**src/ft_bridge_pkg.sv**
```systemverilog
// shared constants and types for the FT245 synchronous FIFO bridge
// compile first, every design file imports it with a wildcard import
`default_nettype none

package ft_bridge_pkg;

  // one ping-pong bank holds 2**BANK_ADDR_WIDTH words
  localparam int BANK_ADDR_WIDTH = 4;
  localparam int BANK_DEPTH      = 1 << BANK_ADDR_WIDTH;

  // counts run from zero up to a full bank
  localparam int COUNT_WIDTH     = BANK_ADDR_WIDTH + 1;

  // byte from the host, tagged on the first byte of a burst
  typedef struct packed {
    logic       sof;
    logic [7:0] data;
  } rx_word_t;

  // receive controller
  typedef enum logic [1:0] {
    rx_idle          = 2'd0,
    rx_wait_chip     = 2'd1,
    rx_enable_output = 2'd2,
    rx_read          = 2'd3
  } rx_state_t;

  // transmit controller
  typedef enum logic [1:0] {
    tx_idle    = 2'd0,
    tx_prepare = 2'd1,
    tx_send    = 2'd2
  } tx_state_t;

endpackage

`default_nettype wire
```
**src/ft_rx_ctrl.sv**
```systemverilog
// receive side of the FT245 bridge
// claims a free receive bank, turns the bus around with oe_n and reads
// host bytes with rd_n into the bank, tagging the first byte of a burst
`timescale 1ns/1ps
`default_nettype none

module ft_rx_ctrl
  import ft_bridge_pkg::*;
(
  input  wire         ftdi_clk,
  input  wire         rst,

  // chip side
  input  wire         rxf_n,
  input  wire [7:0]   bus_data,
  input  wire         tx_busy,
  output logic        oe_n,
  output logic        rd_n,
  output logic        rx_busy,

  // receive FIFO write side
  input  wire [1:0]   fifo_ready,
  output logic [1:0]  fifo_activate,
  output logic        fifo_strobe,
  output rx_word_t    fifo_data
);

  rx_state_t              state;
  logic [COUNT_WIDTH-1:0] space;
  logic                   avail_q;
  logic                   avail_rise;
  logic                   sof_pending;

  // bus belongs to the chip while we are turning around or reading
  assign rx_busy     = (state == rx_enable_output) || (state == rx_read);
  assign oe_n        = ~rx_busy;

  assign rd_n        = ~((state == rx_read) && !rxf_n && (space != '0));
  assign fifo_strobe = ~rd_n;

  assign avail_rise  = !rxf_n && !avail_q;
  assign fifo_data   = '{sof: sof_pending || avail_rise, data: bus_data};

  // start of frame tracking
  always_ff @(posedge ftdi_clk) begin
    if (rst) begin
      avail_q     <= 1'b0;
      sof_pending <= 1'b0;
    end else begin
      avail_q <= !rxf_n;
      // first stored byte consumes the tag
      if (fifo_strobe) begin
        sof_pending <= 1'b0;
      end else if (avail_rise) begin
        sof_pending <= 1'b1;
      end
    end
  end

  always_ff @(posedge ftdi_clk) begin
    if (rst) begin
      state         <= rx_idle;
      fifo_activate <= '0;
      space         <= '0;
    end else begin
      case (state)
        rx_idle: begin
          if (|fifo_ready) begin
            fifo_activate <= fifo_ready[0] ? 2'b01 : 2'b10;
            space         <= COUNT_WIDTH'(BANK_DEPTH);
            state         <= rx_wait_chip;
          end
        end
        rx_wait_chip: begin
          // never take the bus while a transmit is in flight
          if (!rxf_n && !tx_busy) begin
            state <= rx_enable_output;
          end
        end
        rx_enable_output: begin
          state <= rx_read;
        end
        rx_read: begin
          if (fifo_strobe) begin
            space <= space - 1'b1;
          end
          // chip ran dry or bank is full, hand the bank over
          if (rxf_n || (fifo_strobe && (space == COUNT_WIDTH'(1)))) begin
            fifo_activate <= '0;
            state         <= rx_idle;
          end
        end
        default: begin
          fifo_activate <= '0;
          state         <= rx_idle;
        end
      endcase
    end
  end

endmodule

`default_nettype wire

```
**config.mk**
```make
export PLATFORM = sky130hd
export DESIGN_NAME = ft_rx_ctrl
export DESIGN_NICKNAME = d
export VERILOG_FILES = /design/src/ft_bridge_pkg.sv /design/src/ft_rx_ctrl.sv
export SDC_FILE = /design/constraint.sdc
export NUM_CORES = 1
export LEC_CHECK = 0
export BUFFER_PORTS_ARGS = -buffer_cell sky130_fd_sc_hd__buf_4
export CAP_MARGIN = 10
export CORE_MARGIN = 2
export CORE_UTILIZATION = 38
export CTS_BUF_LIST = sky130_fd_sc_hd__clkbuf_4
export CTS_CLUSTER_SIZE = 25
export DETAILED_ROUTE_END_ITERATION = 10
export GPL_TIMING_DRIVEN = 0
export PLACE_DENSITY = 0.72
export SYNTH_ARGS = -nofsm -noshare
export SYNTH_HDL_FRONTEND = slang
export SYNTH_SLANG_ARGS = --single-unit
export TNS_END_PERCENT = 5
```
**constraint.sdc**
```tcl
create_clock -name ftdi_clk -period 2.07 [get_ports ftdi_clk]
set_input_delay 0.207 -clock ftdi_clk [delete_from_list [all_inputs] [get_ports ftdi_clk]]
set_output_delay 0.207 -clock ftdi_clk [all_outputs]
set_load 0.03 [all_outputs]
```
# After elaboration in Yosys (flattened, before gate mapping)
# Index checks and enable logic that the tools add are counted.
# W data, S select, Z words.
# word_totals
reg_bits	11
input_bits	14
output_inout_bits	15
word_cells	45
# classes
add_sub_neg	1
eq_ne	8
n_mux	10
bitwise	2
reduce_logical	19
# op_table
cell	n
$mux W2	5
$mux W5	2
$pmux W5 S2	1
$reduce_and A3 Y1	3
$pmux W2 S4	1
$ne A2 B2 Y1 const B	3
$eq A5 B1 Y1 const B	1
$logic_and A1 B1 Y1	5
$reduce_bool A5 Y1	1
$sub A5 B1 Y5 const B	1
$eq A2 B2 Y1 const B	2
$pmux W2 S2	1
$reduce_or A2 Y1	2
$logic_not A1 Y1	3
$logic_or A1 B1 Y1	3
$eq A2 B1 Y1 const B	1
$logic_not A2 Y1	1
$ne A2 B1 Y1 const B	1
$not A1 Y1	2
$reduce_bool A2 Y1	1

# Depth between registers and ports, before layout
# depth
word_depth	7
ltp_mapped	7
depth_no_buf	6

# Worst setup path before layout
# No wires, ideal clock.
# synth_timing
path_kind	register to output
start	register space[0]
end	output port rd_n
t_arrival_ps	1635
setup_slack_ps	228
stages_incl_launch_ff	6
path_buffers	0
cell_sequence	dfxtp_1 > inv_1 > ha_1 > nor4b_2 > nor2_1 > inv_1
# synth_via
elab_chain_cells	3
# synth_lines
item	line	text
start, declared	ft_rx_ctrl.sv:29	logic [COUNT_WIDTH-1:0] space;
start signal, assigned	ft_rx_ctrl.sv:70	space <= COUNT_WIDTH'(BANK_DEPTH);
start signal, assigned	ft_rx_ctrl.sv:85	space <= space - 1'b1;
$reduce_bool A5 Y1	ft_rx_ctrl.sv:38	assign rd_n = ~((state == rx_read) && !rxf_n && (space != '0));
$logic_and A1 B1 Y1	ft_rx_ctrl.sv:38	
via fifo_strobe	ft_rx_ctrl.sv:24	output logic fifo_strobe,
$not A1 Y1	ft_rx_ctrl.sv:38	
end, declared	ft_rx_ctrl.sv:18	output logic rd_n,
# The timed path passes the listed nets, and every way through them passes these cells.

# Worst setup path in the final report
# layout_timing
start	register space[0]
end	output port rd_n
# layout_via
elab_chain_cells	3
# layout_lines
item	line
$reduce_bool A5 Y1	ft_rx_ctrl.sv:38
$logic_and A1 B1 Y1	ft_rx_ctrl.sv:38
$not A1 Y1	ft_rx_ctrl.sv:38
# No other way between the ends.

==> results.toml <==
[setup_path]
end_kind = "output port"
startpoint_type = "register"
arrival_ns = 1.68
setup.worst_path.class = "reg2out"
required_ns = 1.86
cp_max_fo = 5

[grt]
antenna_found_initial = 0
track_usage = 0.137
grt_start_max_net_pins = 11
grt_pass1_wl_um = 2150
overflow = 0
grt_pass1_vias = 540

[route]
drt_wl_total_um = 1470
dr.pass1.iters = 4
wl_per_cell_um = 11.1
drc_errors = 0
vias = 662
vias_per_cell = 5.02
drt_iter0_drc = 10
antenna_left = 0

[timing]
slew_violations = 0
rsz0062_at_grt = "no"
fin_worst_skew_ns = 0.00343
tns_ns = 0
fin_crit_ns = 1.89
fmax_mhz = 529
finalHoldViolCount = 0
finalSetupViolations = 0
period_share = 0.912
hold_slack_ns = 0.167
tightest_slew_ns = 0.443
slew_headroom = 0.705

[clock_network]
cts_tree = "done"
clock-sinks = 11
clock_latency_ns = 0.27
cts_buffers = 3
cts-resized-gates = 0
cts_root_buf = "clkbuf_4"
cts.hold.buffers_added = 0
post_cts_buffers = 0
clk_pin_slew_ns = 0.07
cts_buffer_depth = 2
htreeDepth = 1

[power]
power.leakage_nw = 0.428
pwr_density_cell_mw_per_mm2 = 1120
ir_worst_vdd_mv = 0.650

[floorplan]
die_w_um = 47.5
rows = 15
fp.coreArea_mm2 = 0.00175
start_util = 0.411
ioPinCount = 29
fp.dieH_um = 47.5
dieArea_mm2 = 0.00225

[synth]
yosys.area.top_type = "dfxtp_1"
synth_seq_area_share = 0.307
syn_nets = 103
yosys_warnings = 0
synthFlopType = "dfxtp_1"
syn-instance-count = 83
avgSynthCellArea_um2 = 8.65
syn_area_um2 = 718
ys_ff_latch = 11
async_reset_ff_frac = 0
synth_edf_count = 0
yosysTopAreaCellShare = 0.307
synth.distinct_cells = 34
synth_area_leaders = "dfxtp_1, ha_1, buf_4"

[cells_and_area]
num_antenna_cells = 0
syn_to_final_growth_pct = 29.4
fin_nets = 128
drive_gt1_frac = 0.336

[status]
status = "complete, no violations"

[placed_design]
dpl.hpwl_um = 1180
globalplace.congestion = 0.767
port_buffers = 20

[job]
maxCapViolations = 0

[min_path]
hold_path.class = "in2reg"
[cells by family (layout without fill, tap and decap cells)]
logic type | Yosys count | count (layout) | share of synthesized area
AND/OR/NAND/NOR | 25 | 25 | 0.223
AO/OA/AOI/OAI | 22 | 22 | 0.213
buffers and inverters | 18 | 42 | 0.139
flip-flops | 11 | 11 | 0.307
adder cells (fa/ha/maj) | 6 | 6 | 0.105
multiplexers | 1 | 1 | 0.0139
[area by class of cell]
| cell class | count | area (um2) |
|---|---|---|
| Buffer | 11 | 73.8 |
| Clock buffer | 4 | 30.0 |
| Fill cell | 176 | 816 |
| Inverter | 7 | 26.3 |
| Multi-Input combinational cell | 54 | 398 |
| Sequential cell | 11 | 220 |
| Tap cell | 25 | 31.3 |
| Timing Repair Buffer | 20 | 150 |
[path summary, 6_finish.rpt]
| check | depth (start not counted) | slack (ns) | endpoint | from |
|---|---|---|---|---|
| worst max-delay path | 6 | 0.18 | rd_n | space[0] |
| worst min-delay path | 2 | 0.17 | avail_q | rxf_n |
| worst max register to register | 7 | 0.23 | space[4] | state[1] |
| worst min register to register | 1 | 0.50 | fifo_activate[1] | fifo_activate[1] |
[through the flow]
stage / utilization / cells / worst slack, ns / instance area (um2) / power (mW)
after detailed placement: 0.515 / 128 / 0.252 / 900 / 0.891
after global routing: 0.533 / 132 / 0.0274 / 930 / 1.12
final: 0.533 / 132 / 0.181 / 930 / 1.04
after global placement: 0.515 / 128 / 0.269 / 900 / 0.877
after floorplan: - / 83 / 0.228 / 718 / 0.731
after CTS: 0.533 / 132 / 0.166 / 930 / 1.05
[state kept, by name, indices dropped and copies added, names as in the netlist]
| name | cells |
|---|---|
| avail_q | 1 |
| fifo_activate | 2 |
| sof_pending | 1 |
| space | 5 |
| state | 2 |
[cell usage after synthesis, drive strengths merged, types with 2 or more instances]
master and n:
a22o 2, or4 2, ha 6, o21ai 5, inv 7, nand2b 5
nor3b 2, or2 2, buf 10, o21a 2, nand4b 2, dfxtp 11
nor2 5, a21oi 5
[layer usage]
layer	track usage	wire length (um)	vias to the layer above
li1	-	-	331
met1	0.152	613	306
met2	0.257	754	23
met3	0.0566	97	2
met4	0	6	0
met5	0	0	-
[worst max-delay path, stage by stage, from the launching register on]
cell     delay [ns]
dfxtp_1        0.34
inv_1          0.07
ha_1           0.21
nor4b_2        0.38
nor2_1         0.18
inv_1          0.08
buf_4          0.15
[report_power, final]
part           switching [mW]  leakage (nW)  internal (mW)
registers              0.0365        0.0904          0.261
logic                   0.335         0.319          0.251
clock network          0.0719        0.0184         0.0877
total                   0.443         0.428          0.599
[cell usage in the layout, fill, tap and decap left out, drive strengths merged, types with 5 or more instances in the layout]
master | Yosys | layout
a21oi | 5 | 5
nor2 | 5 | 5
ha | 6 | 6
dfxtp | 11 | 11
inv | 7 | 7
buf | 10 | 30
nand2b | 5 | 5
o21ai | 5 | 5
clkbuf | 1 | 5
No activity file was read; power rests on OpenSTA's default activity.
