## src/ft_bridge_pkg.sv

```systemverilog
// shared constants and types for the FT245 synchronous FIFO bridge
// compile first, every design file imports it with a wildcard import
`default_nettype none

package ft_bridge_pkg;

  // one ping-pong bank holds 2**BANK_ADDR_WIDTH words
  localparam int BANK_ADDR_WIDTH = 4;
  localparam int BANK_DEPTH      = 1 << BANK_ADDR_WIDTH;

  // counts run from zero up to a full bank
  localparam int COUNT_WIDTH     = BANK_ADDR_WIDTH + 1;

  // byte from the host, tagged on the first byte of a burst
  typedef struct packed {
    logic       sof;
    logic [7:0] data;
  } rx_word_t;

  // receive controller
  typedef enum logic [1:0] {
    rx_idle          = 2'd0,
    rx_wait_chip     = 2'd1,
    rx_enable_output = 2'd2,
    rx_read          = 2'd3
  } rx_state_t;

  // transmit controller
  typedef enum logic [1:0] {
    tx_idle    = 2'd0,
    tx_prepare = 2'd1,
    tx_send    = 2'd2
  } tx_state_t;

endpackage

`default_nettype wire
```

## src/ppfifo.sv

```systemverilog
// two-bank ping-pong FIFO on a single clock
// the writer claims an empty bank, fills it and releases it; the reader
// then drains the oldest filled bank with first-word fall-through
// payload_t sets the word type per instance
`timescale 1ns/1ps
`default_nettype none

module ppfifo
  import ft_bridge_pkg::*;
#(
  parameter type payload_t = logic [7:0]
) (
  input  wire                    ftdi_clk,
  input  wire                    rst,

  // write side
  input  wire payload_t          write_data,
  output logic [1:0]             write_ready,
  input  wire [1:0]              write_activate,
  input  wire                    write_strobe,
  output logic                   starved,

  // read side
  input  wire                    read_strobe,
  output logic                   read_ready,
  input  wire                    read_activate,
  output logic [COUNT_WIDTH-1:0] read_count,
  output payload_t               read_data
);

  payload_t                   mem [0:1][0:BANK_DEPTH-1];
  logic [COUNT_WIDTH-1:0]     count [0:1];

  // full_q marks a released bank that waits for or is under the reader
  logic [1:0]                 full_q;
  logic [1:0]                 act_q;
  logic [1:0]                 wr_en;
  logic [1:0]                 fill_done;

  // bank the reader takes next
  logic                       oldest;
  logic                       oldest_next;

  logic                       rd_busy;
  logic                       rd_start;
  logic                       rd_done;
  logic [BANK_ADDR_WIDTH-1:0] rd_ptr;

  always_comb begin
    for (int i = 0; i < 2; i++) begin
      wr_en[i]     = write_strobe && write_activate[i] && !full_q[i] &&
                     (count[i] != COUNT_WIDTH'(BANK_DEPTH));
      // falling activate with data hands the bank to the reader
      fill_done[i] = act_q[i] && !write_activate[i] && (count[i] != '0);
    end
  end

  // a bank stays unavailable for the cycle after its release
  assign write_ready = ~(full_q | write_activate | act_q);
  assign starved     = ~|(full_q | write_activate);

  assign rd_start    = read_activate && !rd_busy && full_q[oldest];
  assign rd_done     = rd_busy && !read_activate;
  assign read_ready  = full_q[oldest] && !rd_busy && !read_activate;
  assign read_count  = full_q[oldest] ? count[oldest] : '0;
  assign read_data   = mem[oldest][rd_ptr];

  always_comb begin
    oldest_next = oldest;
    if (rd_done) begin
      // move on only if the other bank has data or gets it now
      if (full_q[~oldest] || fill_done[~oldest]) begin
        oldest_next = ~oldest;
      end
    end else if (!full_q[oldest]) begin
      if (fill_done[0]) begin
        oldest_next = 1'b0;
      end else if (fill_done[1]) begin
        oldest_next = 1'b1;
      end
    end
  end

  always_ff @(posedge ftdi_clk) begin
    if (rst) begin
      for (int i = 0; i < 2; i++) begin
        count[i] <= '0;
      end
      full_q  <= '0;
      act_q   <= '0;
      oldest  <= 1'b0;
      rd_busy <= 1'b0;
      rd_ptr  <= '0;
    end else begin
      act_q  <= write_activate;
      oldest <= oldest_next;
      for (int i = 0; i < 2; i++) begin
        if (wr_en[i]) begin
          count[i] <= count[i] + 1'b1;
        end
        if (fill_done[i]) begin
          full_q[i] <= 1'b1;
        end
      end

      if (rd_start) begin
        rd_busy <= 1'b1;
      end
      // strobe may come together with the activate edge
      if (read_activate && read_strobe && (rd_busy || rd_start)) begin
        rd_ptr <= rd_ptr + 1'b1;
      end
      if (rd_done) begin
        rd_busy        <= 1'b0;
        rd_ptr         <= '0;
        full_q[oldest] <= 1'b0;
        count[oldest]  <= '0;
      end
    end
  end

  // bank storage
  always_ff @(posedge ftdi_clk) begin
    for (int i = 0; i < 2; i++) begin
      if (wr_en[i]) begin
        mem[i][count[i][BANK_ADDR_WIDTH-1:0]] <= write_data;
      end
    end
  end

endmodule

`default_nettype wire

```

## config.mk

```make
export PLATFORM = sky130hd
export DESIGN_NAME = ppfifo
export DESIGN_NICKNAME = d
export VERILOG_FILES = /design/src/ft_bridge_pkg.sv /design/src/ppfifo.sv
export SDC_FILE = /design/constraint.sdc
export NUM_CORES = 1
export LEC_CHECK = 0
export ABC_CLOCK_PERIOD_IN_PS = 4000
export BUFFER_PORTS_ARGS = -buffer_cell sky130_fd_sc_hd__buf_2
export CAP_MARGIN = 40
export CELL_PAD_IN_SITES_DETAIL_PLACEMENT = 1
export CELL_PAD_IN_SITES_GLOBAL_PLACEMENT = 2
export CORE_AREA = 2 2 184 186
export CTS_CLUSTER_DIAMETER = 60
export DETAILED_ROUTE_END_ITERATION = 10
export DIE_AREA = 0 0 186 188
export PLACE_DENSITY = 0.63
export RECOVER_POWER = 100
export SYNTH_ARGS = -nofsm -noshare
export SYNTH_HDL_FRONTEND = slang
export SYNTH_SLANG_ARGS = --single-unit
```

## constraint.sdc

```tcl
create_clock -name ftdi_clk -period 4 [get_ports ftdi_clk]
set_input_delay 0.2 -clock ftdi_clk [delete_from_list [all_inputs] [get_ports ftdi_clk]]
set_output_delay 0.2 -clock ftdi_clk [all_outputs]
set_load 0.02 [all_outputs]
```

== Word-level counts from Yosys, hierarchy flattened ==
Memory sizes are Yosys's and may differ from the RTL's. A register that Yosys moved wholly into a read port is not among the register bits.
Index checks and enable logic that the tools add are counted.
W data, S select, Z words.
Cells by class
  reductions and logical operators: 35
  multiplexer cells: 45
  bitwise gates (word level): 11
  equality and inequality tests: 4
  add/subtract/negate cells: 3
  order comparisons: 8
Operator list (count)
  $mux W128: 2
  $demux W8 S4: 2
  $bmux W8 S4: 1
  $mux W8: 4
  $mux W1: 31
  $logic_and A1 B1 Y1: 20
  $ge A5 B5 Y1 const B: 3
  $mux W5: 3
  $not A4 Y5: 3
  $add A5 B1 Y5 const B: 2
  $lt A5 B1 Y1 const B: 2
  $ne A5 B5 Y1 const B: 2
  $reduce_bool A5 Y1: 2
  $logic_not A1 Y1: 7
  $add A4 B1 Y4 const B: 1
  $lt A1 B2 Y1 const B: 2
  $not A2 Y2: 2
  $or A2 B2 Y2: 2
  $reduce_or A2 Y1: 2
  $reduce_and A3 Y1: 1
  $reduce_bool A3 Y1: 1
  $and A2 B2 Y2: 1
  $logic_or A1 B1 Y1: 2
  $mux W2: 1
  other kinds (6): 7
Word-level totals
  output and inout port bits: 17
  word-level logic and storage cells: 113
  bits in writable memories: 266
  memories kept: 2
  input bits: 15
  bits in registers: 10
Memory list
  mem: depth 2, width 128, read ports 1, clocked after memory_dff 1, wr ports 2, RTL line ppfifo.sv:31  | payload_t mem [0:1][0:BANK_DEPTH-1];
  count: depth 2, width 5, read ports 3, clocked after memory_dff 1, wr ports 3, RTL line ppfifo.sv:32  | logic [COUNT_WIDTH-1:0] count [0:1];

== Longest topological paths before layout ==
  depth in word-level cells: 10
  depth in mapped cells: 7
  depth with buffers taken out: 6

== Worst setup path after synthesis ==
OpenSTA, ideal clock, no wires.
  path type: reg-to-reg
  from: mem count[0][0] in the netlist's numbering
  to: mem mem[0][100] in the netlist's numbering (enable)
  cell stages (with the launch flop): 6
  data arrival time: 1743 ps
  required time: 3617 ps
  library setup time: 383 ps
  buffers on the path: 0
  slack: 1873 ps
  period minus slack after synthesis: 2127 ps
  path through: dfxtp_1 -> inv_1 -> ha_1 -> a31oi_4 -> nand2_1 -> nor3_1
RTL lines (RTL line)
  start: declaration: ppfifo.sv:32
  end: declaration: ppfifo.sv:31

==> reports/results.txt <==
Setup-failing EPs final: 0
Initial Utilization: 0.3445
Row cnt: 67
Final Skew: 10.46 ps
Vias in the first global route: 6,732
Clock buffer depth: 3
Avg Vias per Cell: 4.987
Post-Layout Cell Count: 1,239
MaxCap Viol Count: 7
Routed Antenna Nets: 0
Register-to-register setup slack: 1030 ps
Fin crit period: 3365 ps
Die Width: 186 um
Largest net degree at the start of global routing: 71
Vias after detailed routing: 6,179
Netlist cell types: 44
GR Overflow Total: 0
Yosys warnings: 0
Failing checks: max-capacitance violations, max-slew violations
Kind of critical path: reg2out
Pint: 4974 uW
Post-Route WL: 28,100 um
Ys async rst share: 0
Antenna cell count: 0
Maximum VDD drop: 215.6 uV
Post-synthesis net count: 726
GRT Overall Usage: 0.1660
Placer Congestion: 0.7355
DPL Wire Length: 17,810 um
Port bufs: 31
Die ar.: 0.03497 mm^2
Worst path arrival time: 3160 ps
Layout cells sized above 1: 0.1037
Clock power frac: 0.460
H-tree levels: 2
Sequential power share: 0.508
Clk Latency, worst-skew pair: 500 ps
Status: finished with violations
CP Capture Type: output pin
Logic gate share of total power: 0.032
Lkg Pwr: 0.003924 uW
First-pass GRT wire length: 42,670 um
WP data required: 3800 ps
Post-route setup TNS: 0 ps
Register area share after synthesis: 0.7108
Worst-path maximum fanout: 19
Inst Count DP: 1,177
Clk sinks: 277
Syn_area_per_cell: 16.25 um^2
PD cells: 484.3 mW/mm^2
Final core utilization: 0.3920
Post-synth EDFFs: 256
RSZ-0062 raised after global routing: no
Final hold viol count: 0
Sw Pwr: 1313 uW
Post-Synthesis Cells: 702
Root Buffer: clkbuf_16
Drt drc: 0
Type of the worst min-delay path: in2reg
Placeable Area: 0.03311 mm^2
1st-iter DRT viols: 457
Switching part of the total power: 0.2088
Max Slew Vio Count: 231
TritonRoute pass-1 iters: 4
Wirelength per Cell: 22.68 um
Initial antenna violation count: 0
Rel. slew slack: -0.1829
Worst-Margin Slew: 1774 ps
CTS tree: built
Total Nets Final: 792
Clk pin slew, worst setup/hold paths: 60 ps
Final Cycle Share: 0.8411
Top FF cell, synth: edfxtp_1
Final setup margin: 635.4 ps
Clock buffer count from CTS: 34
Area grow syn2layout: 13.80%
Most frequent cells in the layout: edfxtp_1, mux2i_1, clkbuf_1
Most common cell after layout, fill and taps aside: edfxtp_1
Die H: 188 um
Setup slack after placement: 1389 ps
Worst Setup Start Kind: flip-flop
Yosys reg bits: 277
Syn Std Cell Area: 0.01141 mm^2
Num ports: 32
Fmax: 297.2 MHz
## cells in the mapped netlist (10+ instances only)
cell	count	area [um^2]
edfxtp_1	256	7687
nor3_1	10	50.05
dfxtp_1	21	420.4
nor2_1	50	187.7
a22oi_1	40	300.3
nand3_1	26	130.1
a31oi_1	10	62.56
mux2i_1	128	1281
nand2_1	21	78.83
buf_6	10	112.6
inv_1	10	37.54
## worst max-delay path, stage by stage (launching register included)
cell and delay (ps):
dfxtp_1 460, nor2b_2 890, buf_4 390, a22o_1 200, a2111oi_2 50, a31oi_1 320, nand3_1 140, clkbuf_1 210
## final cells by class
type / count / area [um^2]
clock buffer: 41 / 898.4
clock inverter: 18 / 150.1
fill: 3322 / 20130
inverter: 10 / 37.54
multi-input combinational: 381 / 2914
sequential: 277 / 8112
tap: 448 / 560.5
timing repair buffer: 64 / 309.0
## power groups by stage
stage / combinational (uW) / sequential [uW] / clock, uW
6_report: 200 / 3200 / 2890
5_1_grt: 221 / 3200 / 3080
4_1_cts: 214 / 3190 / 2960
3_5_place_dp: 211 / 3250 / 0
3_3_place_gp: 202 / 3250 / 0
2_1_floorplan: 115 / 3250 / 0
## logic make-up after synthesis
logic type,Yosys count,synth area share
flops,277,0.7108
simple gates,140,0.06088
mux,129,0.1136
compound gates,92,0.06669
buf+inv,44,0.02973
xor+xnor,11,0.008446
fa+ha+maj,9,0.009872
## what timing repair did
item / in CTS / in global routing
hold buffers: 3 / 0
setup buffers: 0 / 0
endpoints found under the hold margin: 5 / 0
gates resized for setup: 0 / 0
## through the flow
stage	power (uW)	area (um^2)	hold slack, ps
final	6287	12980	27.21
after global routing	6501	12980	44.20
after CTS	6370	13130	3.890
after detailed placement	3466	12060	468.1
after global placement	3455	11900	462.7
after floorplan	3366	11410	266.7
## flip-flops by register name, indices dropped and copies added (netlist names), named ones only
| register | cells |
|---|---|
| act_q | 2 |
| count | 10 |
| full_q | 2 |
| mem | 256 |
| oldest | 1 |
| rd_busy | 1 |
| rd_ptr | 4 |
## metal layers
layer | track usage | share of wire
met5 | 0 | 0
met4 | 0.04361 | 0.018
met3 | 0.02855 | 0.048
met2 | 0.2697 | 0.48
met1 | 0.2301 | 0.46
## final timing paths
kind                                   startpoint  cells past startpoint           end
worst max-delay path                    rd_ptr[0]                      7  read_data[5]
worst min-delay path            write_activate[1]                      3      act_q[1]
worst max register to register        count[1][0]                      6   mem[1][111]
worst min register to register            rd_busy                      2       rd_busy
Note: power is estimated with default switching activity, not from simulation.
