<file path="src/ft_bridge_pkg.sv">
// shared constants and types for the FT245 synchronous FIFO bridge
// compile first, every design file imports it with a wildcard import
`default_nettype none

package ft_bridge_pkg;

  // one ping-pong bank holds 2**BANK_ADDR_WIDTH words
  localparam int BANK_ADDR_WIDTH = 4;
  localparam int BANK_DEPTH      = 1 << BANK_ADDR_WIDTH;

  // counts run from zero up to a full bank
  localparam int COUNT_WIDTH     = BANK_ADDR_WIDTH + 1;

  // byte from the host, tagged on the first byte of a burst
  typedef struct packed {
    logic       sof;
    logic [7:0] data;
  } rx_word_t;

  // receive controller
  typedef enum logic [1:0] {
    rx_idle          = 2'd0,
    rx_wait_chip     = 2'd1,
    rx_enable_output = 2'd2,
    rx_read          = 2'd3
  } rx_state_t;

  // transmit controller
  typedef enum logic [1:0] {
    tx_idle    = 2'd0,
    tx_prepare = 2'd1,
    tx_send    = 2'd2
  } tx_state_t;

endpackage

`default_nettype wire
</file>
<file path="src/ft_tx_ctrl.sv">
// transmit side of the FT245 bridge
// takes a filled transmit bank and writes its bytes to the chip with
// wr_n whenever the chip has room and the receive side is off the bus
`timescale 1ns/1ps
`default_nettype none

module ft_tx_ctrl
  import ft_bridge_pkg::*;
(
  input  wire                   ftdi_clk,
  input  wire                   rst,

  // chip side
  input  wire                   txe_n,
  input  wire                   rx_busy,
  output logic                  wr_n,
  output logic                  tx_busy,
  output logic [7:0]            tx_byte,

  // transmit FIFO read side
  input  wire                   fifo_ready,
  output logic                  fifo_activate,
  input  wire [COUNT_WIDTH-1:0] fifo_count,
  input  wire [7:0]             fifo_data,
  output logic                  fifo_strobe
);

  tx_state_t              state;
  logic [COUNT_WIDTH-1:0] remain;

  assign tx_busy     = (state != tx_idle);

  // fifo strobe and wr_n pulse together, so a stalled byte stays put
  assign wr_n        = ~((state == tx_send) && !txe_n && !rx_busy && (remain != '0));
  assign fifo_strobe = ~wr_n;

  // fall-through word goes straight to the bus driver
  assign tx_byte     = fifo_data;

  always_ff @(posedge ftdi_clk) begin
    if (rst) begin
      state         <= tx_idle;
      fifo_activate <= 1'b0;
      remain        <= '0;
    end else begin
      case (state)
        tx_idle: begin
          if (fifo_ready) begin
            fifo_activate <= 1'b1;
            remain        <= fifo_count;
            state         <= tx_prepare;
          end
        end
        tx_prepare: begin
          state <= tx_send;
        end
        tx_send: begin
          if (remain == '0) begin
            fifo_activate <= 1'b0;
            state         <= tx_idle;
          end else if (fifo_strobe) begin
            remain <= remain - 1'b1;
          end
        end
        default: begin
          fifo_activate <= 1'b0;
          state         <= tx_idle;
        end
      endcase
    end
  end

endmodule

`default_nettype wire

</file>
<file path="config.mk">
export PLATFORM = sky130hd
export DESIGN_NAME = ft_tx_ctrl
export DESIGN_NICKNAME = d
export VERILOG_FILES = /design/src/ft_bridge_pkg.sv /design/src/ft_tx_ctrl.sv
export SDC_FILE = /design/constraint.sdc
export NUM_CORES = 1
export LEC_CHECK = 0
export BUFFER_PORTS_ARGS = -buffer_cell sky130_fd_sc_hd__buf_4
export CAP_MARGIN = 15
export CORE_AREA = 2 2 39 41
export DETAILED_ROUTE_END_ITERATION = 12
export DIE_AREA = 0 0 41 43
export GPL_TIMING_DRIVEN = 0
export PLACE_DENSITY = 0.74
export SETUP_SLACK_MARGIN = 0.2
export SLEW_MARGIN = 20
export SYNTH_ARGS = -nofsm -noshare
export SYNTH_HDL_FRONTEND = slang
export SYNTH_SLANG_ARGS = --single-unit
</file>
<file path="constraint.sdc">
create_clock -name ftdi_clk -period 3.25 [get_ports ftdi_clk]
set_input_delay 0.325 -clock ftdi_clk [delete_from_list [all_inputs] [get_ports ftdi_clk]]
set_output_delay 0.325 -clock ftdi_clk [all_outputs]
set_load 0.05 [all_outputs]
</file>
==> Yosys cells after proc, flatten, opt, wreduce, memory -nomap -nowiden <==
Index checks and enable logic that the tools add are counted.
{ "totals": {"register_bits": 8, "out_inout_bits": 12, "word_cells": 35} }
{ "classes": {"n_reduce_logical": 13, "n_bitwise": 2, "eq_ne": 6, "n_addsub": 1, "n_mux": 10} }
{ "ops": {"columns": ["operator", "count"], "rows": [
  ["two-way mux 5 bit", 3],
  ["one-hot mux 5 bit (2 select lines)", 1],
  ["inequality test 2 bit, second input constant", 3],
  ["one-hot mux 2 bit (3 select lines)", 1],
  ["logical NOT 5 bit", 1],
  ["nonzero test 5 bit", 1],
  ["subtractor 5 x 1 -> 5 bit, second input constant", 1],
  ["two-way mux 2 bit", 2],
  ["AND reduction 4 bit", 1],
  ["nonzero test 2 bit", 2],
  ["logical AND 1 bit", 3],
  ["one-hot mux 1 bit (3 select lines)", 1],
  ["AND reduction 3 bit", 1],
  ["equality test 2 x 1 -> 1 bit, second input constant", 1],
  ["equality test 2 bit, second input constant", 1],
  ["logical NOT 1 bit", 2],
  ["logical NOT 2 bit", 1],
  ["two-way mux 1 bit", 2],
  ["inequality test 2 x 1 -> 1 bit, second input constant", 1],
  ["NOT 1 bit", 2],
  ["AND reduction 2 bit", 1]
]} }

==> Logic depth before layout (Yosys ltp) <==
{ "logic_depth": {"depth_word": 7, "depth_mapped": 6, "mapped_depth_nobuf": 6} }

==> Worst setup path before layout <==
OpenSTA, ideal clock, no wires.
{ "synth_timing": {"kind": "register to output", "start": "reg remain[0]", "end": "out fifo_strobe", "stages_incl_launch_ff": 7, "slack_ns": 1.232, "n_path_buf": 0, "t_arrival_ns": 1.693, "cell_sequence": "dfxtp_1 > inv_1 > ha_1 > nor4b_4 > nor2_1 > nand2_1 > inv_1"} }
{ "synth_via": {"elab_chain_cells": 2} }
{ "synth_rtl": {"columns": ["item", "line", "source"], "rows": [
  ["from (decl)", "ft_tx_ctrl.sv:29", "logic [COUNT_WIDTH-1:0] remain;"],
  ["from (signal assigned)", "ft_tx_ctrl.sv:50", "remain <= fifo_count;"],
  ["from (signal assigned)", "ft_tx_ctrl.sv:62", "remain <= remain - 1'b1;"],
  ["nonzero test 5 bit", "ft_tx_ctrl.sv:34", "assign wr_n = ~((state == tx_send) && !txe_n && !rx_busy && (remain != '0));"],
  ["logical AND 1 bit", "ft_tx_ctrl.sv:34", null],
  ["to (decl)", "ft_tx_ctrl.sv:25", "output logic fifo_strobe"]
]} }
Every way passes these cells.

==> Final worst setup path <==
Same ends and word-level chain as after synthesis.

==> summary by stage <==
Status
The run finished with clean final reports.

Hold path
The tightest min-delay check is of the in -> reg type. The worst min-delay path startpoint is rst. The worst hold path was traced through 2 stages.

Routing
The detailed-routing iteration count for the pre-antenna-repair pass is 2. The total length of routed wires is 1085 um. In the routed design, unresolved DRC markers number 0. Dividing the detail-routed wire length by the instance count gives 10.43 um.

The detailed router finished its first iteration with 2 violations. The routed layout has 501 vias. Using the TritonRoute via totals, the vias-per-cell ratio works out to 4.817.

The number of routed nets with antenna violations is 0.

Yosys
Summing the sequential cell areas from Yosys gives 30.05% of the chip area. The most instantiated flip-flop cell in the synthesis netlist is sky130_fd_sc_hd__dfxtp_1. The number of synthesized flops with an enable pin is 0. The number of unique standard cell types used by synthesis is 24. For this run, the number of Yosys warnings is 0. After synthesis, the share of flip-flops with an asynchronous set or reset is 0%.

The number of nets handed over by synthesis was 84. In the synthesized netlist, the number of instances is 65. The cell area after synthesis is 533.0 um2.

The mean instance size in the synthesized netlist is 8.200 um2. In this run, synthesis produced a sequential element count of 8.

Setup path
The startpoint identified for the worst register-to-register timing path is remain[0]$_SDFFE_PP0P_. The arrival time of the worst setup path is 1.69 ns. The worst register-to-register path has a setup slack of 1.54 ns. The maximum fanout along the worst path is 5. The worst setup path is launched from a flip-flop. The worst setup path is captured at an output pin.

The required time of the critical path is 2.92 ns. The type of the setup path with the least slack is reg -> out. The most critical setup path has its startpoint at remain[0]$_SDFFE_PP0P_. The worst register-to-register path has a depth of 6.

Clock tree
The number of setup buffers added after CTS is 0. The clock passes through at most 2 buffers. In this run, CTS created clock tree buffers numbering 3. CTS built an H-tree with a depth of 1. After clock tree synthesis, the clock-pin slew on the worst setup and hold paths is 0.05 ns. Gates resized during post-CTS repair numbered 0. Clock tree synthesis found a total of 8 sinks.

TritonCTS built the clock tree. The tree is rooted in a sky130_fd_sc_hd__clkbuf_4. The source-to-sink clock delay at the later pin of the worst-skew pair is 0.25 ns.

The number of hold buffers added after CTS was 0.

STA
The actual transition at the worst max-transition pin is 0.4839 ns. The number of failing hold endpoints at the final stage is 0. The setup skew after layout is 0.001015 ns.

The sum of negative setup slack is 0 ns. The final critical path takes up 61.96% of the cycle. The worst path in the final design needs a cycle of 2.014 ns, including I/O delays and setup. In this run the tightest slew margin relative to its limit is 67.63%. Setup repair after global routing left no endpoint under its margin. Setup violations remaining at the end of the flow were counted as 0. The number of max-slew violations in the final report is 0. The highest attainable clock frequency is 496.6 MHz.

Power and ir drop
The net switching fraction of the power is 35.43%. The clock group share of total power is 25.3%. The worst-case vdd ir drop is 287.5 uV. The switching component of the power is 0.0001084 W.

The cell-internal power is 0.0001976 W. Per report_power, the combinational group accounts for 37.0% of the total. Summed over all cells, the static leakage comes to 0.3378 nW. In this run the power density over the cells is 421.8 mW/mm2. Of the total power, registers draw 37.8%.

Finish
The number of nets in the layout is 109. The area growth from synthesis to final layout is 36.15%. The total area of multi-input combinational cells is 289.0 um2. Fill cells in the final layout number 146. The final cell count without fillers is 104. Across the whole layout, storage elements account for 160.2 um2. In the final layout, the share of cells above drive strength 1 is 40.91%. The count of inserted antenna diode cells is 0.

Global routing
The wire length of the first global-routing pass is 1794 um. The global-route usage over all layers is 14.95%. For this run the aggregate overflow at the end of global routing stands at 0. The number of antenna violations at the first check in global routing was 0.

Entering global routing, the biggest net connects 11 pins. The via count of the first global-routing pass is 454.

Run
Max-cap violations in this run came to 0.

Die
The die height is 43 um. The site row count is 14. The die area is 0.001763 mm2. The die width is 41 um. The total area inside the core boundary comes to 0.001384 mm2. The boundary pin count is 30. The initial cell density of the core is 38.52%.

Place
The HPWL reported at the end of detailed placement is 876.1 um. The number of cells after detailed placement is 101. The routability congestion estimate from global placement is 0.7405. In this run the tool buffered the top-level ports with 20 buffer cells.
state kept, by name (all words and copies together) (netlist names):
register,cells
remain,5
state,2
fifo_activate,1
per-stage QoR:
stage / util, % / power [W] / setup WS, ns / instance area, um2 / hold slack (ns)
after floorplan: - / 0.0002010 / 1.232 / 533.0 / 0.4904
after global placement: 50.81 / 0.0002294 / 1.530 / 703.2 / 0.4463
after detailed placement: 50.81 / 0.0002319 / 1.499 / 703.2 / 0.4560
after CTS: 52.44 / 0.0003111 / 1.211 / 725.7 / 0.4088
after global routing: 52.44 / 0.0003257 / 1.077 / 725.7 / 0.4507
final: 52.44 / 0.0003061 / 1.236 / 725.7 / 0.4049
cell usage after synthesis, types with 2 or more instances:
master / count / share of area [%]
sky130_fd_sc_hd__a211oi_1: 2 / 2.8
sky130_fd_sc_hd__nand2b_1: 2 / 2.3
sky130_fd_sc_hd__buf_4: 8 / 11
sky130_fd_sc_hd__dfxtp_1: 8 / 30
sky130_fd_sc_hd__o21ai_1: 4 / 3.8
sky130_fd_sc_hd__a21oi_1: 7 / 6.6
sky130_fd_sc_hd__nor3b_1: 3 / 4.2
sky130_fd_sc_hd__nor2_1: 9 / 6.3
sky130_fd_sc_hd__inv_1: 4 / 2.8
sky130_fd_sc_hd__nand2_1: 4 / 2.8
power by group through the flow:
stage / sequential [W] / combinational, W / clock [W]
floorplan: 0.000120 / 0.0000809 / 0
global route: 0.000117 / 0.000123 / 0.0000855
detailed placement: 0.000118 / 0.000114 / 0
global placement: 0.000117 / 0.000112 / 0
finish: 0.000116 / 0.000113 / 0.0000773
CTS: 0.000116 / 0.000114 / 0.0000813
final timing paths:
path / endpoint
setup / recovery: fifo_strobe
hold / removal: state[1]$_SDFFE_PP0P_
setup reg to reg: remain[0]$_SDFFE_PP0P_
hold reg to reg: fifo_activate$_SDFFE_PP0P_
kinds of logic after synthesis:
group                      count (synthesis)  share of synthesized area [%]
and+or+nand+nor                           23                          25.12
AOI/OAI and AO/OA                         18                          24.65
buffers and inverters                     14                          15.73
DFF                                        8                          30.05
muxes                                      1                          2.113
adders and majority gates                  1                          2.347
worst max-delay path, cell delays in order (launching register included):
cell and delay (ns):
sky130_fd_sc_hd__dfxtp_1 0.33, sky130_fd_sc_hd__inv_1 0.08, sky130_fd_sc_hd__ha_1 0.22, sky130_fd_sc_hd__nor4b_4 0.37, sky130_fd_sc_hd__nor2_1 0.12, sky130_fd_sc_hd__nand2_1 0.10
sky130_fd_sc_hd__inv_1 0.04, sky130_fd_sc_hd__buf_4 0.18
metal layers:
metal	up-vias	routed length [um]	part of all wire [%]	track usage (%)
met2	20	520	48	23.44
met3	2	91	8.4	3.141
li1	265	-	-	-
met4	0	16	1.5	8.000
met1	214	456	42	18.03
met5	-	0	0	0
layout by cell type, fill, tap and decap left out:
| cell | n |
|---|---|
| sky130_fd_sc_hd__nor3_1 | 1 |
| sky130_fd_sc_hd__buf_2 | 1 |
| sky130_fd_sc_hd__o21ai_1 | 4 |
| sky130_fd_sc_hd__buf_1 | 1 |
| sky130_fd_sc_hd__a22o_1 | 1 |
| sky130_fd_sc_hd__mux2_1 | 1 |
| sky130_fd_sc_hd__a211oi_1 | 2 |
| sky130_fd_sc_hd__a21oi_1 | 7 |
| sky130_fd_sc_hd__o41a_1 | 1 |
| sky130_fd_sc_hd__clkbuf_4 | 3 |
| sky130_fd_sc_hd__nor4b_4 | 1 |
| sky130_fd_sc_hd__ha_1 | 1 |
| sky130_fd_sc_hd__and2_1 | 1 |
| sky130_fd_sc_hd__inv_1 | 4 |
| sky130_fd_sc_hd__or3b_1 | 1 |
| sky130_fd_sc_hd__dfxtp_1 | 8 |
| sky130_fd_sc_hd__o41ai_4 | 1 |
| sky130_fd_sc_hd__a21oi_2 | 1 |
| sky130_fd_sc_hd__nand2b_1 | 2 |
| sky130_fd_sc_hd__or2_2 | 1 |
| sky130_fd_sc_hd__o21ai_0 | 1 |
| sky130_fd_sc_hd__nand2_1 | 4 |
| sky130_fd_sc_hd__buf_4 | 28 |
| sky130_fd_sc_hd__nor2_1 | 9 |
| sky130_fd_sc_hd__nor3b_1 | 3 |
layout make-up:
class | count | area share [%]
buffer | 10 | 9.483
clock buffer | 3 | 3.103
inverter | 4 | 2.069
multi-input combinational | 43 | 39.83
sequential | 8 | 22.07
tap | 16 | 2.759
timing repair buffer | 20 | 20.69
(Power assumes the default switching activity.)
